[config.mk]
export PLATFORM = sky130hd
export DESIGN_NAME = dpr_top
export DESIGN_NICKNAME = d
export VERILOG_FILES = /design/src/verilog/dpr_ctrl_pkg.sv /design/src/verilog/dpr_alu_pkg.sv /design/src/verilog/dpr_top.sv /design/src/verilog/decouple_ctrl.sv /design/src/verilog/rp_decoupler.sv /design/src/verilog/arith_unit.sv
export SDC_FILE = /design/constraint.sdc
export NUM_CORES = 1
export LEC_CHECK = 0
export BUFFER_PORTS_ARGS = -buffer_cell sky130_fd_sc_hd__buf_2
export CORE_UTILIZATION = 46
export DETAILED_ROUTE_END_ITERATION = 7
export GPL_ROUTABILITY_DRIVEN = 1
export PLACE_DENSITY = 0.67
export SETUP_SLACK_MARGIN = 0.05
export SYNTH_ARGS = -nofsm -noshare
export SYNTH_HDL_FRONTEND = slang
export SYNTH_SLANG_ARGS = --single-unit
[constraint.sdc]
create_clock -name clk -period 21 [get_ports clk]
set_input_delay 4.2 -clock clk [delete_from_list [all_inputs] [get_ports clk]]
set_output_delay 4.2 -clock clk [all_outputs]
set_load 0.05 [all_outputs]
[src/verilog/dpr_ctrl_pkg.sv]
`default_nettype none

package dpr_ctrl_pkg;

  // States of the reconfiguration controller
  // RM_ACTIVE      module coupled and running
  // RM_DECOUPLED   outputs isolated, waiting for startup
  // RM_RESETTING   still isolated, module reset applied
  typedef enum logic [1:0] {
    RM_ACTIVE    = 2'd0,
    RM_DECOUPLED = 2'd1,
    RM_RESETTING = 2'd2
  } rm_state_e;

  // Length of the module reset pulse in clock cycles
  localparam int DEFAULT_RM_RESET_CYCLES = 2;

endpackage

`default_nettype wire

[src/verilog/dpr_alu_pkg.sv]
`default_nettype none

package dpr_alu_pkg;

  // Width of the operation code word
  localparam int OP_SEL_WIDTH = 5;

  // Operand width used when the top level is left at its default
  localparam int DEFAULT_DATA_WIDTH = 8;

  // Operation codes of the arithmetic unit
  // Codes above OP_SUB select a zero result
  typedef enum logic [OP_SEL_WIDTH-1:0] {
    OP_ADD = 0,
    OP_DEC = 1,
    OP_DIV = 2,
    OP_INC = 3,
    OP_MOD = 4,
    OP_MUL = 5,
    OP_MUX = 6,
    OP_REG = 7,
    OP_SHL = 8,
    OP_SHR = 9,
    OP_SUB = 10
  } alu_op_e;

  // Magnitude comparator flags for a against b
  // Unsigned compare with exactly one bit set at a time
  typedef struct packed {
    logic lt;
    logic gt;
    logic eq;
  } cmp_flags_t;

endpackage

`default_nettype wire
[src/verilog/dpr_top.sv]
`timescale 1ns/100ps
`default_nettype none

module dpr_top
  import dpr_alu_pkg::*;
  import dpr_ctrl_pkg::*;
#(
  parameter int DATA_WIDTH      = DEFAULT_DATA_WIDTH,
  parameter int RM_RESET_CYCLES = DEFAULT_RM_RESET_CYCLES
) (
  input  wire                   clk,
  input  wire                   rst_i,
  input  wire  [DATA_WIDTH-1:0] a_i,
  input  wire  [DATA_WIDTH-1:0] b_i,
  input  alu_op_e               op_sel_i,
  input  wire                   mux_sel_i,
  input  wire                   shutdown_req_i,
  input  wire                   startup_req_i,
  output logic [DATA_WIDTH-1:0] result_o,
  output logic                  lt_o,
  output logic                  gt_o,
  output logic                  eq_o,
  output logic                  decouple_status_o,
  output logic                  rm_reset_o,
  output logic                  event_error_o
);

  // Partition side, unregistered
  logic [DATA_WIDTH-1:0] rm_result;
  cmp_flags_t            rm_flags;
  // Static side, after isolation
  cmp_flags_t            flags_q;

  // Reconfiguration controller
  decouple_ctrl #(
    .RM_RESET_CYCLES (RM_RESET_CYCLES)
  ) u_decouple_ctrl (
    .clk            (clk),
    .rst_i          (rst_i),
    .shutdown_req_i (shutdown_req_i),
    .startup_req_i  (startup_req_i),
    .decouple_o     (decouple_status_o),
    .rm_reset_o     (rm_reset_o),
    .event_error_o  (event_error_o)
  );

  // Reconfigurable module
  arith_unit #(
    .DATA_WIDTH (DATA_WIDTH)
  ) u_arith_unit (
    .clk        (clk),
    .rst_i      (rst_i),
    .rm_reset_i (rm_reset_o),
    .a_i        (a_i),
    .b_i        (b_i),
    .op_sel_i   (op_sel_i),
    .mux_sel_i  (mux_sel_i),
    .result_o   (rm_result),
    .flags_o    (rm_flags)
  );

  // Result isolation, also the output register
  rp_decoupler #(
    .payload_t (logic [DATA_WIDTH-1:0])
  ) u_result_decoupler (
    .clk        (clk),
    .rst_i      (rst_i),
    .decouple_i (decouple_status_o),
    .payload_i  (rm_result),
    .payload_o  (result_o)
  );

  // Flag isolation
  rp_decoupler #(
    .payload_t (cmp_flags_t)
  ) u_flags_decoupler (
    .clk        (clk),
    .rst_i      (rst_i),
    .decouple_i (decouple_status_o),
    .payload_i  (rm_flags),
    .payload_o  (flags_q)
  );

  // Flags out as loose bits
  assign lt_o = flags_q.lt;
  assign gt_o = flags_q.gt;
  assign eq_o = flags_q.eq;

endmodule

`default_nettype wire

[src/verilog/decouple_ctrl.sv]
`timescale 1ns/100ps
`default_nettype none

module decouple_ctrl
  import dpr_ctrl_pkg::*;
#(
  parameter int RM_RESET_CYCLES = DEFAULT_RM_RESET_CYCLES
) (
  input  wire  clk,
  input  wire  rst_i,
  input  wire  shutdown_req_i,
  input  wire  startup_req_i,
  output logic decouple_o,
  output logic rm_reset_o,
  output logic event_error_o
);

  // Counter only needs to reach RM_RESET_CYCLES-1
  localparam int CNT_W = (RM_RESET_CYCLES > 1) ? $clog2(RM_RESET_CYCLES) : 1;
  localparam logic [CNT_W-1:0] CNT_LOAD = CNT_W'(RM_RESET_CYCLES - 1);

  rm_state_e        state_q;
  rm_state_e        state_d;
  logic [CNT_W-1:0] cnt_q;
  logic             startup_bad;

  // Startup is only legal once the module is decoupled
  assign startup_bad = startup_req_i &&
                       ((state_q == RM_ACTIVE) || (state_q == RM_RESETTING));

  // Next state
  always_comb begin
    state_d = state_q;
    case (state_q)
      RM_ACTIVE: begin
        state_d = RM_ACTIVE;
      end
      RM_DECOUPLED: begin
        if (startup_req_i) begin
          state_d = RM_RESETTING;
        end
      end
      RM_RESETTING: begin
        // Last reset cycle
        if (cnt_q == '0) begin
          state_d = RM_ACTIVE;
        end
      end
      default: state_d = RM_ACTIVE;
    endcase
    // Shutdown wins from any state
    if (shutdown_req_i) begin
      state_d = RM_DECOUPLED;
    end
  end

  always_ff @(posedge clk) begin
    if (rst_i) begin
      state_q       <= RM_ACTIVE;
      cnt_q         <= '0;
      event_error_o <= 1'b0;
    end else begin
      state_q       <= state_d;
      event_error_o <= startup_bad;
      // Load on entry to the reset phase, count down inside it
      if (state_q != RM_RESETTING) begin
        cnt_q <= CNT_LOAD;
      end else if (cnt_q != '0) begin
        cnt_q <= cnt_q - CNT_W'(1);
      end
    end
  end

  // Isolation covers both the idle and the reset phase
  assign decouple_o = (state_q != RM_ACTIVE);
  assign rm_reset_o = (state_q == RM_RESETTING);

  // Module never sees reset while coupled
  a_reset_decoupled: assert property (
    @(posedge clk) disable iff (rst_i)
    rm_reset_o |-> decouple_o
  ) else $error("decouple_ctrl: module reset while coupled");

  // Error is a single-cycle event
  a_error_pulse: assert property (
    @(posedge clk) disable iff (rst_i)
    event_error_o |=> !event_error_o
  ) else $error("decouple_ctrl: event error held for two cycles");

endmodule

`default_nettype wire

[src/verilog/rp_decoupler.sv]
`timescale 1ns/100ps
`default_nettype none

module rp_decoupler #(
  parameter type payload_t = logic
) (
  input  wire      clk,
  input  wire      rst_i,
  input  wire      decouple_i,
  input  payload_t payload_i,
  output payload_t payload_o
);

  // Isolation register on the partition boundary
  // Static side only ever sees a registered value
  // Partition outputs may toggle freely while being replaced
  always_ff @(posedge clk) begin
    if (rst_i || decouple_i) begin
      // Forced to zero while isolated
      payload_o <= '0;
    end else begin
      payload_o <= payload_i;
    end
  end

  // No payload leaks out during isolation
  a_isolated_zero: assert property (
    @(posedge clk) disable iff (rst_i)
    decouple_i |=> (payload_o == '0)
  ) else $error("rp_decoupler: output not cleared while decoupled");

endmodule

`default_nettype wire

[src/verilog/arith_unit.sv]
`timescale 1ns/100ps
`default_nettype none

module arith_unit
  import dpr_alu_pkg::*;
#(
  parameter int DATA_WIDTH = 8
) (
  input  wire                   clk,
  input  wire                   rst_i,
  input  wire                   rm_reset_i,
  input  wire  [DATA_WIDTH-1:0] a_i,
  input  wire  [DATA_WIDTH-1:0] b_i,
  input  alu_op_e               op_sel_i,
  input  wire                   mux_sel_i,
  output logic [DATA_WIDTH-1:0] result_o,
  output cmp_flags_t            flags_o
);

  localparam logic [DATA_WIDTH-1:0] ONE = DATA_WIDTH'(1);

  // Operator bank outputs
  logic [DATA_WIDTH-1:0] add_sum;
  logic [DATA_WIDTH-1:0] dec_d;
  logic [DATA_WIDTH-1:0] div_quot;
  logic [DATA_WIDTH-1:0] inc_d;
  logic [DATA_WIDTH-1:0] mod_rem;
  logic [DATA_WIDTH-1:0] mul_prod;
  logic [DATA_WIDTH-1:0] mux_d;
  logic [DATA_WIDTH-1:0] reg_q;
  logic [DATA_WIDTH-1:0] shl_d;
  logic [DATA_WIDTH-1:0] shr_d;
  logic [DATA_WIDTH-1:0] sub_diff;
  logic                  b_is_zero;

  assign b_is_zero = (b_i == '0);

  // Add, sub, inc, dec all wrap at DATA_WIDTH
  assign add_sum  = a_i + b_i;
  assign sub_diff = a_i - b_i;
  assign inc_d    = a_i + ONE;
  assign dec_d    = a_i - ONE;

  // Product keeps only the low half
  assign mul_prod = a_i * b_i;

  // Divide by zero saturates to all ones
  assign div_quot = b_is_zero ? '1 : a_i / b_i;

  // Modulo by zero passes a through
  assign mod_rem  = b_is_zero ? a_i : a_i % b_i;

  // Logical shifts, amount taken from b
  // Amounts of DATA_WIDTH or more clear the result
  assign shl_d = a_i << b_i;
  assign shr_d = a_i >> b_i;

  // 2:1 mux, b when select high
  assign mux_d = mux_sel_i ? b_i : a_i;

  // Register operator
  // Holds the mux value from the previous edge
  // Cleared by system reset and by the module reset from the controller
  always_ff @(posedge clk) begin
    if (rst_i || rm_reset_i) begin
      reg_q <= '0;
    end else begin
      reg_q <= mux_d;
    end
  end

  // Unsigned magnitude comparator
  always_comb begin
    flags_o.lt = (a_i < b_i);
    flags_o.gt = (a_i > b_i);
    flags_o.eq = (a_i == b_i);
  end

  // Operation select
  always_comb begin
    case (op_sel_i)
      OP_ADD:  result_o = add_sum;
      OP_DEC:  result_o = dec_d;
      OP_DIV:  result_o = div_quot;
      OP_INC:  result_o = inc_d;
      OP_MOD:  result_o = mod_rem;
      OP_MUL:  result_o = mul_prod;
      OP_MUX:  result_o = mux_d;
      OP_REG:  result_o = reg_q;
      OP_SHL:  result_o = shl_d;
      OP_SHR:  result_o = shr_d;
      OP_SUB:  result_o = sub_diff;
      // Unused codes
      default: result_o = '0;
    endcase
  end

  // Comparator must always resolve to a single relation
  a_cmp_onehot: assert property (
    @(posedge clk) disable iff (rst_i)
    $onehot({flags_o.lt, flags_o.gt, flags_o.eq})
  ) else $error("arith_unit: comparator flags not one-hot");

endmodule

`default_nettype wire

* After elaboration in Yosys (flattened, before gate mapping)
Cells that the tools add are included.
** Word-level totals
- Bits in registers :: 23
- Bits in latches :: 0
- Memory bits (writable) :: 0
- ROM bits :: 0
- Word-level logic and storage cells :: 60
- Memories kept :: 0
** Cells by class
- $add $sub $neg :: 5
- Multipliers :: 1
- Div/mod/pow operators :: 2
- Order comparisons :: 2
- Equality and inequality tests :: 18
- Shifts and indexed selects :: 2
- Mux-type cells :: 10
- Bitwise gates (word level) :: 0
- Reduce and logical (&&, ||, !) cells :: 11
** Operator list (number)
- $pmux 8 s11 :: 1
- $mux 8 :: 3
- $eq 5x3->1 const B :: 4
- $eq 5x4->1 const B :: 3
- $eq 5x2->1 const B :: 2
- $add 8x1->8 const B :: 1
- $add 8x8->8 :: 1
- $div 8x8->8 :: 1
- $eq 8x8->1 :: 1
- $gt 8x8->1 :: 1
- $logic_not 8->1 :: 1
- $lt 8x8->1 :: 1
- $mod 8x8->8 :: 1
- $mul 8x8->8 :: 1
- $shl 8x8->8 :: 1
- $shr 8x8->8 :: 1
- $sub 8x1->8 const B :: 1
- $sub 8x8->8 :: 1
- $ne 2x2->1 const B :: 3
- $ne 3x3->1 const B :: 2
- $eq 5x1->1 const B :: 1
- $logic_not 5->1 :: 1
- $mux 2 :: 2
- $pmux 2 s2 :: 1
- other kinds (10) :: 15

* Depth between registers and ports, before layout
Gate-level depths: netlist (run 1).
- Depth after elaboration :: 3
- Mapped depth :: 51
- Gate-level depth less buffers :: 49

* Cells and area by module
Synthesis (run 1) repeated with hierarchy kept, for this count alone.
** Second synthesis, totals
- Cells, all modules :: 711
- Area, all modules :: 5590.4 um2
** Modules (own cells, without submodules)
- arith_unit :: times used 1, cells each 673, area each 5078.6 um2, sequential area each 160.2 um2
- rp_decoupler at u_result_decoupler :: times used 1, cells each 18, area each 282.8 um2, sequential area each 160.2 um2
- decouple_ctrl :: times used 1, cells each 14, area each 146.4 um2, sequential area each 80.1 um2
- rp_decoupler at u_flags_decoupler :: times used 1, cells each 6, area each 82.6 um2, sequential area each 60.1 um2

* Worst setup path after synthesis (run 1)
No wires, ideal clock.
- Path kind :: input to register
- From :: input b_i[1]
- To :: register u_result_decoupler.payload_o[5] (netlist bit)
- Library setup time :: 136 ps
- Arrival :: 14800 ps
- Data required time :: 20864 ps
- Setup slack :: 6064 ps
- Stages on the path :: 47
- Path through :: clkbuf_1 buf_2 clkinv_1 a41oi_1 a21oi_1 ha_1 o21a_1 o311a_1 o32ai_1 ha_1 a21oi_1 a211oi_4 and3_1 or2_2 ha_1 a21oi_1 a21oi_1 o21ai_0 [11 not listed] a21oi_1 nor4_1 a311oi_1 and2_1 ha_1 nor2b_1 a22oi_1 nand2_1 or3_1 o221a_4 inv_1 ha_1 o21a_1 o21a_1 a211oi_2 nand2_1 nor4_1 a221oi_2
** On the way
- Word-level cells in the longest chain between the ends :: 3
** Ends and longest elaborated chain
- start: declaration :: RTL line dpr_top.sv:14 : input wire [DATA_WIDTH-1:0] b_i,
- $mod 8x8->8, or another cell as far along :: RTL line arith_unit.sv:51 : assign mod_rem = b_is_zero ? a_i : a_i % b_i;
- $mux 8, on equally long branches :: RTL line arith_unit.sv:51, arith_unit.sv:48
- $pmux 8 s11 * :: RTL line arith_unit.sv:81 : case (op_sel_i)
- end signal: assignment :: RTL line rp_decoupler.sv:22 : payload_o <= payload_i;
- end: declaration :: RTL line rp_decoupler.sv:11 : output payload_t payload_o
Mark *: on every way between the ends. The rest lies on a longest branch, timed or not.
A chain may end at the register's enable or synchronous reset.

* Worst setup path after layout (run 1)
- From :: input b_i[0]
- To :: register u_result_decoupler.payload_o[7] (netlist bit)
Same word-level chain as after synthesis.

==> results, run 1 <==
- The library cell used most frequently in the layout, excluding fill and tap cells, is ha_1.
- The number of levels in the clock H-tree is 1.
- No sink is reached through more buffers than the 2 on the longest clock path.
- Setup total negative slack on the finished layout was measured at 0 ps.
- After clock tree synthesis, the clock-pin slew on the worst setup and hold paths is 60 ps.
- The worst-case vdd ir drop is 0.0364 mV.
- Of the total power, the clock network draws 14.9%.
- For this run, asynchronously set or reset flops after synthesis account for 0%.
- After detailed routing, the average wire length per cell comes to 20.5 um.
- The tree is rooted in a clkbuf_16.
- The actual slew at the worst max-slew pin is 972 ps.
- Compared with the post-synthesis result, the final layout area differs by 5.69%.
- The post-detailed-route via-to-cell ratio is 6.57.
- The half-perimeter wire length of the detailed placement result is 13.2 mm.
- The final critical path time including I/O delays and setup is 16,920 ps.
- The die width is 110 um.
- The final number of setup-violating endpoints is 0.
- The sequential cell area fraction in the yosys report is 8.61%.
- Once detail routing completed, the nets flagged for antenna violations numbered 0.
- The path type of the worst setup path is in2reg.
- Counting stages on the worst path, the most repeated cell is ha_1.
- Leaving out fill and tap cells, the most frequent cells in the layout are ha_1, nor2_1, inv_1, nand2_1, o21ai_0.
- The count of flip-flops with a built-in enable after synthesis is 0.
- The min-delay analysis places its worst path in the category reg2reg.
- The total power draw is 287 uW.
- The data required time at the worst endpoint is 21,140 ps.
- The clock reaches the later pin of the worst-skew pair after 260 ps.
- Counting the buffers created by CTS gives 3.
- The die covers 12,100 um2.
- Dividing total power by cell area gives a power density of 50.9 nW/um2.
- The synthesized netlist occupies a cell area of 5350 um2.
- The number of antenna violations at the first check in global routing is 0.
- The critical path startpoint category is an input port.
- The count of buffers inserted at the top-level ports is 39.
- The synthesized netlist net count is 813.
- Setup repair after global routing left no endpoint under its margin.
- By area the synthesized netlist is led by ha_1, dfxtp_1, fa_1, xnor2_1, nor2_1.
- The number of antenna diodes in the final layout is 0.
- In the routed design, unresolved DRC markers number 0.
- The boundary pin count is 40.
- In this run, the combinational gates consume 69.0% of the power.
- At the worst endpoint, the arrival time is 17,060 ps.
- Dividing the synthesized area by the synthesized cell count gives 7.66 um2.
- Clock tree synthesis found a total of 23 sinks.
- The switching fraction of total power is 46.8%.
- The initial utilization of the core area, before any placement, comes to 48.2%.
- For this run, the leading register cell type out of synthesis is dfxtp_1.
- In this run the power spent charging and discharging nets is 135 uW.
- The floorplan step set the die height to 110 um.
- The design internal power is 153 uW.
- At the end of routability-driven placement, the weighted congestion stood at 0.999.
- The total number of placement rows is 38.
- The final layout contains routed wiring with a total length of 17.3 mm.
- The endpoint kind of the worst setup timing path is a flip-flop.
- The clock arrives with 2.81 ps of skew.
- The via count is 5,552.
- The floorplan step defined a core boundary enclosing 11,100 um2.
- On the worst path, the slowest cell contributes a delay of 650 ps.
- In the final layout, the share of cells above drive strength 1 is 10.8%.
- The final critical path takes up 80.6% of the cycle.
- The tool flagged a number of max-cap violations equal to 0.
- The largest total area in the synthesized netlist belongs to ha_1.
- TritonCTS built the clock tree.
- The number of distinct library cell variants in the gate-level netlist after synthesis is 73.
- The number of max-slew violations in the final report is 0.
- In this run the post-CTS setup repair buffer count came out at 0.
- The residual overflow from global routing is 0.
- For this block, the initial DRC count from the detailed router was 594.
- The first detailed-routing pass took 5 iterations.
- Entering global routing, the biggest net connects 31 pins.
- The slowest cell on the critical path is clkinv_1.
- Once the clock tree was built, the resizer swapped 0 gates to a different size.
- After synthesis, the largest area contributor takes up 17.3% of total cell area.
- The Yosys step of the flow raised 0 warnings.
- Of all nets on the critical path, the largest fanout is 30.
- Global routing consumed, over all layers together, 29.2% of the routing resources.
- The worst pin sits at a relative slew slack of 34.7%.
- Counting flops and latches in the post-synthesis netlist gives 23.
- The number of global-route vias before repair is 5,335.
- The post-synthesis cell count is 698.
- The static leakage is 0.00251 uW.
- Hold repair after CTS inserted 0 buffers.
- Per report_power, the sequential group accounts for 16.1% of the total.
- Derived from the worst setup path, the maximum achievable clock frequency is 59.1 MHz.
- The first global-routing pass estimated 27.0 mm of wire.
- The run finished with clean final reports.
- In the final design database the tool counted 821 nets.
- The number of hold-slack violations in the final timing report came to 0.
==> stage by stage <==
stage	hold slack [ps]	setup slack, ps	utilization (%)	instance area [um2]	instances
6_report	487	4080	51.0	5650	845
5_1_grt	512	3090	51.0	5650	845
4_1_cts	489	4260	51.0	5650	845
3_5_place_dp	486	4060	50.3	5570	841
3_3_place_gp	467	4710	50.3	5570	841
2_1_floorplan	441	6060	-	5350	698
==> path summary, 6_finish.rpt <==
check	from	end	slack [ps]	cells past startpoint
setup / recovery	b_i[0]	u_result_decoupler.payload_o[7]	4080	47
hold / removal	u_decouple_ctrl.state_q[0]	u_decouple_ctrl.event_error_o	490	1
setup reg to reg	u_decouple_ctrl.state_q[0]	u_result_decoupler.payload_o[6]	19020	6
hold reg to reg	u_decouple_ctrl.state_q[0]	u_decouple_ctrl.event_error_o	490	1
==> worst max-delay path: cells and delay by family <==
kind / cells / cell delay (ps)
fa+ha+maj: 8 / 2420
buf+inv: 4 / 1310
simple gates: 9 / 2520
compound gates: 24 / 5950
mux: 2 / 660
==> cells by family (layout without fill, tap and decap cells) <==
logic type	count (synthesis)	count (layout)	share of synthesized area, %
AOI/OAI and AO/OA	202	202	26.1
xor gates and xnor gates	37	37	6.58
adders and majority gates	89	89	22.9
buffers and inverters	88	95	6.46
DFF	23	23	8.61
muxes	36	36	8.66
and+or+nand+nor	223	223	20.6
==> area by class of cell <==
class	instances	area, um2
fillers	1091	5430
multi-input cells	587	4540
flip-flops and latches	23	460
repair buffers	40	203
inverters	51	191
well taps	140	175
clock buffers	3	75.1
clock inverters	1	5.00
==> Yosys cell counts (17+ instances only) <==
master and n:
nor2_1 62, o21ai_0 42, mux2i_1 20, nor3_1 35, nand2_1 48, clkbuf_1 29
a21o_1 17, a21oi_1 39, dfxtp_1 23, inv_1 48, ha_1 74, xnor2_1 28
==> registers in the layout, indices dropped and copies added (netlist names) <==
name and count:
u_result_decoupler.payload_o 8, u_decouple_ctrl.state_q 2, u_decouple_ctrl.cnt_q 1, u_arith_unit.reg_q 8, u_flags_decoupler.payload_o 3, u_decouple_ctrl.event_error_o 1
==> power groups by stage <==
stage	sequential [uW]	clock (uW)	combinational (uW)
global route	46.6	45.0	217
global placement	47.2	0	189
detailed placement	47.3	0	195
floorplan	49.7	0	147
finish	46.3	42.7	198
CTS	46.3	43.0	196
==> routing by layer <==
layer	part of all wire, %	vias to the layer above	track usage [%]
met5	0	-	0
met4	3.1	0	10.7
met3	7.8	48	3.38
met2	48	283	50.9
met1	41	2629	36.7
li1	-	2592	-
No activity file was read; power rests on OpenSTA's default activity.
==> run 2: changes to the inputs <==
--- a/config.mk
+++ b/config.mk
@@ -9,7 +9,7 @@
 export CORE_UTILIZATION = 46
 export DETAILED_ROUTE_END_ITERATION = 7
 export GPL_ROUTABILITY_DRIVEN = 1
-export PLACE_DENSITY = 0.67
+export PLACE_DENSITY = 0.69
 export SETUP_SLACK_MARGIN = 0.05
 export SYNTH_ARGS = -nofsm -noshare
 export SYNTH_HDL_FRONTEND = slang
==> constraint.sdc (replaced) <==
create_clock -name clk -period 15.2 [get_ports clk]
set_input_delay 3.04 -clock clk [delete_from_list [all_inputs] [get_ports clk]]
set_output_delay 3.04 -clock clk [all_outputs]
set_load 0.05 [all_outputs]
==> run 2 against run 1 <==
Effect of this change: final area increased by 1.6%; combinational power is 41% higher; first-iteration DRC count is 28% lower; non-clock buffer count grew 10; clock power is 38% higher; clock-buffer cell count grew 1; sequential power is 38% higher; via count grew 0.67%; global-route usage grew 0.24 points; critical endpoint unchanged; highest routed layer unchanged.
==> results, run 2 (synthesis gave the netlist of run 1 again) <==
- The cell area power density is 69.9 nW/um2.
- The setup check on the worst reg-to-reg path leaves a slack of 13,160 ps.
- The delay of the slowest cell on the worst path is 410 ps.
- The first global-routing pass estimated 26.9 mm of wire.
- The total inserted antenna cells is 0.
- For this run the aggregate overflow at the end of global routing stands at 0.
- The area of the core is 11,100 um2.
- The met2 usage in global routing is 49.2%.
- The peak-usage layer in the global routing report is met2.
- For this design, the slowest cell found on the critical path is a211oi_4.
- Global routing used 29.5% of the available tracks across all layers.
- Counting instances, the worst hold path has a depth of 1.
- The arrival time reported for the critical path endpoint is 14,470 ps.
- At the pin with the least slew margin, the transition time is 723 ps.
- The die width is 110 um.
- The data required time at the worst endpoint is 15,340 ps.
- Port buffering added 39 buffers.
- The tool flagged a number of max-cap violations equal to 0.
- In this run the number of H-tree levels came out at 1.
- The first detailed-routing pass ran for 5 iterations.
- The storage element area is 460 um2.
- The area enclosed by the die boundary is 12,100 um2.
- The count of hold buffers inserted by post-cts repair is 0.
- Summing internal, switching and leakage power gives 402 uW.
- VDD sags by at most 0.0367 mV.
- The area added between synthesis and finish is 7.42%.
- The count of nets left with antenna violations once routing finished came out at 0.
- Of all nets on the critical path, the largest fanout is 11.
- The cell occurring most often along the worst timing path is ha_1.
- The multi-input combinational cell area is 4560 um2.
- The tree is rooted in a clkbuf_16.
- The worst min-delay path category is reg2reg.
- Counting every sink on the clock net gives 23.
- The flow ran to the end, and the final reports show no timing, DRC or antenna violations.
- Setup violations remaining at the end of the flow were counted as 0.
- The worst-case hold path end point is u_decouple_ctrl.event_error_o.
- The share of final-layout standard cells stronger than drive strength 1 is 12.3%.
- The TritonCTS clock tree is built.
- Summed over all nets, the half-perimeter wirelength after detailed placement is 13.2 mm.
- The number of global-route vias before repair is 5,252.
- The path depth of the worst reg2reg path is 6.
- The clock transition at the registers of the reported paths is 60 ps.
- In the layout the commonest cells are ha_1, nor2_1, inv_1, nand2_1, o21ai_0.
- The post-layout instance count excluding filler cells is 855.
- Including well taps, the total number of placed cells is 848.
- Prior to clock tree synthesis, the placed netlist has a worst setup slack of 128 ps.
- The clock arrives with 2.51 ps of skew.
- The number of hold-slack violations in the final timing report is 0.
- The critical path is of the in2reg type.
- The most frequent standard cell in the layout excluding fill and tap cells is ha_1.
- Dividing the detail-routed via count by the number of cells gives 6.54.
- For this run, global-route usage on met3 was measured as 4.33%.
- The worst path needs 14,330 ps of the cycle, external delays included.
- The number of buffers created by CTS is 3.
- The number of antenna violations at the first check in global routing is 0.
- The static leakage is 0.00256 uW.
- The initial DRC count is 428.
- Measured against its own limit, the worst slew margin works out to 51.4%.
- The vertical extent of the die is 110 um.
- The net count of the finished layout is 831.
- Once routing completed, OpenROAD measured the worst setup slack at 868 ps.
- The buffer depth of the longest clock path is 2.
- After detailed routing, the number of remaining DRC violations is 0.
- The number of max-slew violations in the final report is 0.
- The critical path startpoint category is an input port.
- The congestion estimate from routability-driven global placement came to 0.965.
- The startpoint of the worst hold path is u_decouple_ctrl.state_q[0].
- Entering global routing, the biggest net connects 30 pins.
- The endpoint identified for the worst register-to-register timing path is u_result_decoupler.payload_o[6].
- For this block, the routed nets add up to 17.6 mm of wire.
- After layout, the worst path uses 94.3% of the clock period.
- In the final timing run, aggregate negative setup slack is 0 ps.
- The upper clock frequency limit is 69.8 MHz.
- The boundary pin count is 40.
- In the final layout, the registers with the most flip-flops are u_arith_unit.reg_q: 8 flops, u_result_decoupler.payload_o: 8 flops, u_flags_decoupler.payload_o: 3 flops.
- The worst setup path is captured at a flip-flop.
- The launch instance of the worst register-to-register path is u_decouple_ctrl.state_q[0].
- For this configuration, the core starts out at a cell density of 48.2%.
- The later pin in the worst-skew pair is clocked with a latency of 260 ps.
- The total number of placement rows is 38.
- The routed layout has 5,589 vias.
- The routed wirelength normalized by instance count is 20.6 um.
- Global routing used 37.6% of the available met1 tracks.
- Fill cells in the final layout number 1,082.
- Setup repair after global routing left no endpoint under its margin.
## run 2: final cells by class
cell class | count | share of cell area, %
multi-input combinational | 587 | 79.4
timing repair buffer | 50 | 4.84
sequential | 23 | 8.02
inverter | 51 | 3.33
clock buffer | 4 | 1.37
tap | 140 | 3.05
## run 2: how the worst max path moves through the flow
| stage | start | to | slack, ps | cells after the start |
|---|---|---|---|---|
| global route | b_i[6] | u_result_decoupler.payload_o[5] | 70 | 46 |
| CTS | b_i[4] | u_result_decoupler.payload_o[7] | 380 | 48 |
| global placement | b_i[4] | u_result_decoupler.payload_o[5] | 730 | 44 |
| detailed placement | b_i[4] | u_result_decoupler.payload_o[7] | 130 | 48 |
| floorplan | b_i[1] | u_result_decoupler.payload_o[5] | 1420 | 47 |
| finish | b_i[7] | u_result_decoupler.payload_o[7] | 870 | 46 |
## run 2: metal layers
| layer | part of all wire, % | up-vias |
|---|---|---|
| met1 | 42 | 2610 |
| met5 | 0 | - |
| met3 | 8.9 | 54 |
| li1 | - | 2612 |
| met4 | 4.0 | 0 |
| met2 | 45 | 313 |
## run 2: worst max-delay path: cells and delay by family
family	cells	cell delay, ps
compound gates	24	5600
simple gates	9	2420
fa+ha+maj	7	2070
mux	2	750
buf+inv	4	580
## run 2: what timing repair did
action	in CTS	in global routing
gates resized for setup	0	5
buffers inserted	0	3
setup endpoints to repair	0	8
## run 2: per-stage QoR
stage,util [%],cell area [um2],hold WS (ps)
CTS,51.5,5700,486
floorplan,-,5350,441
finish,51.8,5740,484
global route,51.8,5740,508
global placement,50.7,5620,466
detailed placement,50.7,5620,478
## run 2: where the power goes
group | switching [uW] | internal, uW | leakage, uW
logic | 164 | 115 | 0.00233
clock network | 23.1 | 35.9 | 0.0000382
registers | 0.882 | 63.1 | 0.000189
total | 188 | 214 | 0.00256
==> run 3: changes to the inputs <==
--- a/config.mk
+++ b/config.mk
@@ -6,10 +6,10 @@
 export NUM_CORES = 1
 export LEC_CHECK = 0
 export BUFFER_PORTS_ARGS = -buffer_cell sky130_fd_sc_hd__buf_2
-export CORE_UTILIZATION = 46
+export CORE_UTILIZATION = 45
 export DETAILED_ROUTE_END_ITERATION = 7
 export GPL_ROUTABILITY_DRIVEN = 1
-export PLACE_DENSITY = 0.69
+export PLACE_DENSITY = 0.68
 export SETUP_SLACK_MARGIN = 0.05
 export SYNTH_ARGS = -nofsm -noshare
 export SYNTH_HDL_FRONTEND = slang
==> run 3 against run 2 <==
Effect of this change: the run now ends with design-rule violations left; largest cell class unchanged; clock power fell by 3%; sequential power barely moved; final area did not move; flip-flop and latch count did not move; total power rose by 0.25%; die area rose by 2.2%; via count fell by 1.1%; sequential share of layout area did not move; largest power group unchanged; fmax barely moved.
==> results, run 3 (synthesis gave the netlist of run 1 again) <==
- For this run, the top clock speed supported by timing is 69.8 MHz.
- The total DRC errors in the routed layout is 13.
- The half-perimeter wire length of the detailed placement result is 13.2 mm.
- At the pin with the least slew margin, the transition time is 738 ps.
- Setup repair after global routing left no endpoint under its margin.
- Dividing total power by cell area gives a power density of 70.1 nW/um2.
- The most frequent standard cell in the layout excluding fill and tap cells is ha_1.
- The slowest cell on the critical path is fa_1.
- The endpoint kind of the worst setup timing path is a flip-flop.
- The die width is 111 um.
- Measured against its own limit, the worst slew margin works out to 50.8%.
- The worst-case IR drop observed on VDD is 0.0412 mV.
- After routing, the total negative slack on setup checks comes to 0 ps.
- The data required time at the worst endpoint is 15,330 ps.
- The number of global-route vias before repair came to 5,342.
- The post-detailed-route via-to-cell ratio is 6.43.
- The total inserted antenna cells is 0.
- OpenSTA, run right after detailed placement, puts the worst setup slack at 242 ps.
- The area added between synthesis and finish is 7.42%.
- The worst min-delay path category is reg2reg.
- The detail route stage leaves a number of antenna-violating nets equal to 0.
- The area of the core is 11,500 um2.
- In this run the worst path has a maximum fanout of 9.
- Data on the critical path arrives at its endpoint at 14,450 ps.
- Max-cap violations in this run came to 0.
- Entering global routing, the biggest net connects 30 pins.
- The number of placed cells counting well taps is 850.
- The checks that failed: design-rule violations.
- The number of buffers created by CTS is 3.
- The total power draw is 403 uW.
- The root buffer cell chosen for the clock tree is clkbuf_16.
- Across every metal layer, demand over resource in global routing totals 28.2%.
- The total number of placement rows is 39.
- Across the routed clock network, the largest skew measured is 2.74 ps.
- The first global-routing pass estimated 27.5 mm of wire.
- The largest registers in the layout are u_arith_unit.reg_q: 8 flops, u_result_decoupler.payload_o: 8 flops, u_flags_decoupler.payload_o: 3 flops.
- The clock transition at the registers of the reported paths is 60 ps.
- During placement, the flow inserted port buffers numbering 39.
- TritonCTS built the clock tree.
- In the final layout, the share of cells above drive strength 1 is 12.1%.
- The clock passes through at most 2 buffers.
- The net count reported at finish is 833.
- The area enclosed by the die boundary is 12,300 um2.
- In the layout the commonest cells are ha_1, nor2_1, inv_1, nand2_1, o21ai_0.
- The vertical extent of the die is 111 um.
- The run finished, with violations left.
- The path type of the worst setup path is in2reg.
- The post-layout instance count excluding filler cells is 860.
- Setup violations remaining at the end of the flow were counted as 0.
- The first routing iteration left 488 violations.
- The residual overflow from global routing is 0.
- Of the available clock period, the critical path in the final layout requires 94.2%.
- The cell occurring most often along the worst timing path is ha_1.
- The number of hold-slack violations in the final timing report is 0.
- The final weighted congestion of routability-driven global placement is 0.967.
- Hold is met by 490 ps.
- The analysis attributes to cell leakage a power of 0.00257 uW.
- The clock sink count is 23.
- The starting utilization of the core area is 46.4%.
- In this run the number of H-tree levels came out at 1.
- The pre-antenna-repair detailed-routing pass consisted of 8 iterations.
- The later-pin clock latency in the skew report is 250 ps.
- STA classifies the critical path startpoint as an input port.
- The post-layout worst setup margin is 882 ps.
- The final layout contains routed wiring with a total length of 17.4 mm.
- The number of antenna violations at the first check in global routing is 0.
- After detailed routing, the average wire length per cell comes to 20.2 um.
- The number of max-slew violations in the final report is 0.
- The boundary pin count is 40.
- The final critical path time including I/O delays and setup is 14,320 ps.
- After filler insertion, the fill cell instance count of the layout stands at 1,165.
- Across all layers, the routed design uses 5,530 vias.
- The largest single stage delay on the critical path is 490 ps.
[run 3: what timing repair did]
action	in CTS	in global routing
hold buffers	0	0
buffers inserted	0	6
setup endpoints to repair	0	8
resized for setup	0	1
[run 3: final timing paths]
check,start,endpoint,slack [ps],cells past startpoint
min,u_decouple_ctrl.state_q[0],u_decouple_ctrl.event_error_o,490,1
max reg2reg,u_decouple_ctrl.state_q[0],u_result_decoupler.payload_o[6],13220,6
min reg2reg,u_decouple_ctrl.state_q[0],u_decouple_ctrl.event_error_o,490,1
max,b_i[7],u_result_decoupler.payload_o[7],880,48
[run 3: power breakdown]
group / internal [uW] / leakage (uW) / switching (uW)
logic: 117 / 0.00234 / 164
clock network: 35.8 / 0.0000382 / 21.5
registers: 63.1 / 0.000189 / 0.846
[run 3: worst max-delay path, delay by kind of cell]
| family | cells | cell delay (ps) |
|---|---|---|
| AND/OR/NAND/NOR | 11 | 2520 |
| buffers and inverters | 5 | 760 |
| multiplexers | 1 | 360 |
| adder cells (fa/ha/maj) | 7 | 2110 |
| AO/OA/AOI/OAI | 24 | 5650 |
[run 3: metrics by stage]
stage                     util (%)  area [um2]
after detailed placement      48.8        5620
after floorplan                  -        5350
after global placement        48.8        5620
final                         49.9        5740
after global routing          49.9        5740
after CTS                     49.5        5700
[run 3: layout make-up]
| type | instances | area, um2 | area share (%) |
|---|---|---|---|
| Sequential cell | 23 | 460 | 8.02 |
| Multi-Input combinational cell | 587 | 4540 | 79.1 |
| Timing Repair Buffer | 52 | 293 | 5.10 |
| Inverter | 51 | 191 | 3.33 |
| Clock buffer | 4 | 78.8 | 1.37 |
| Tap cell | 143 | 179 | 3.12 |
[run 3: per-layer routing]
layer	wire length, um	share of wire (%)	global-route usage (%)
met5	0	0	0
met2	7860	45	46.3
met3	1390	8.0	3.39
met4	771	4.4	12.9
met1	7360	42	37.0
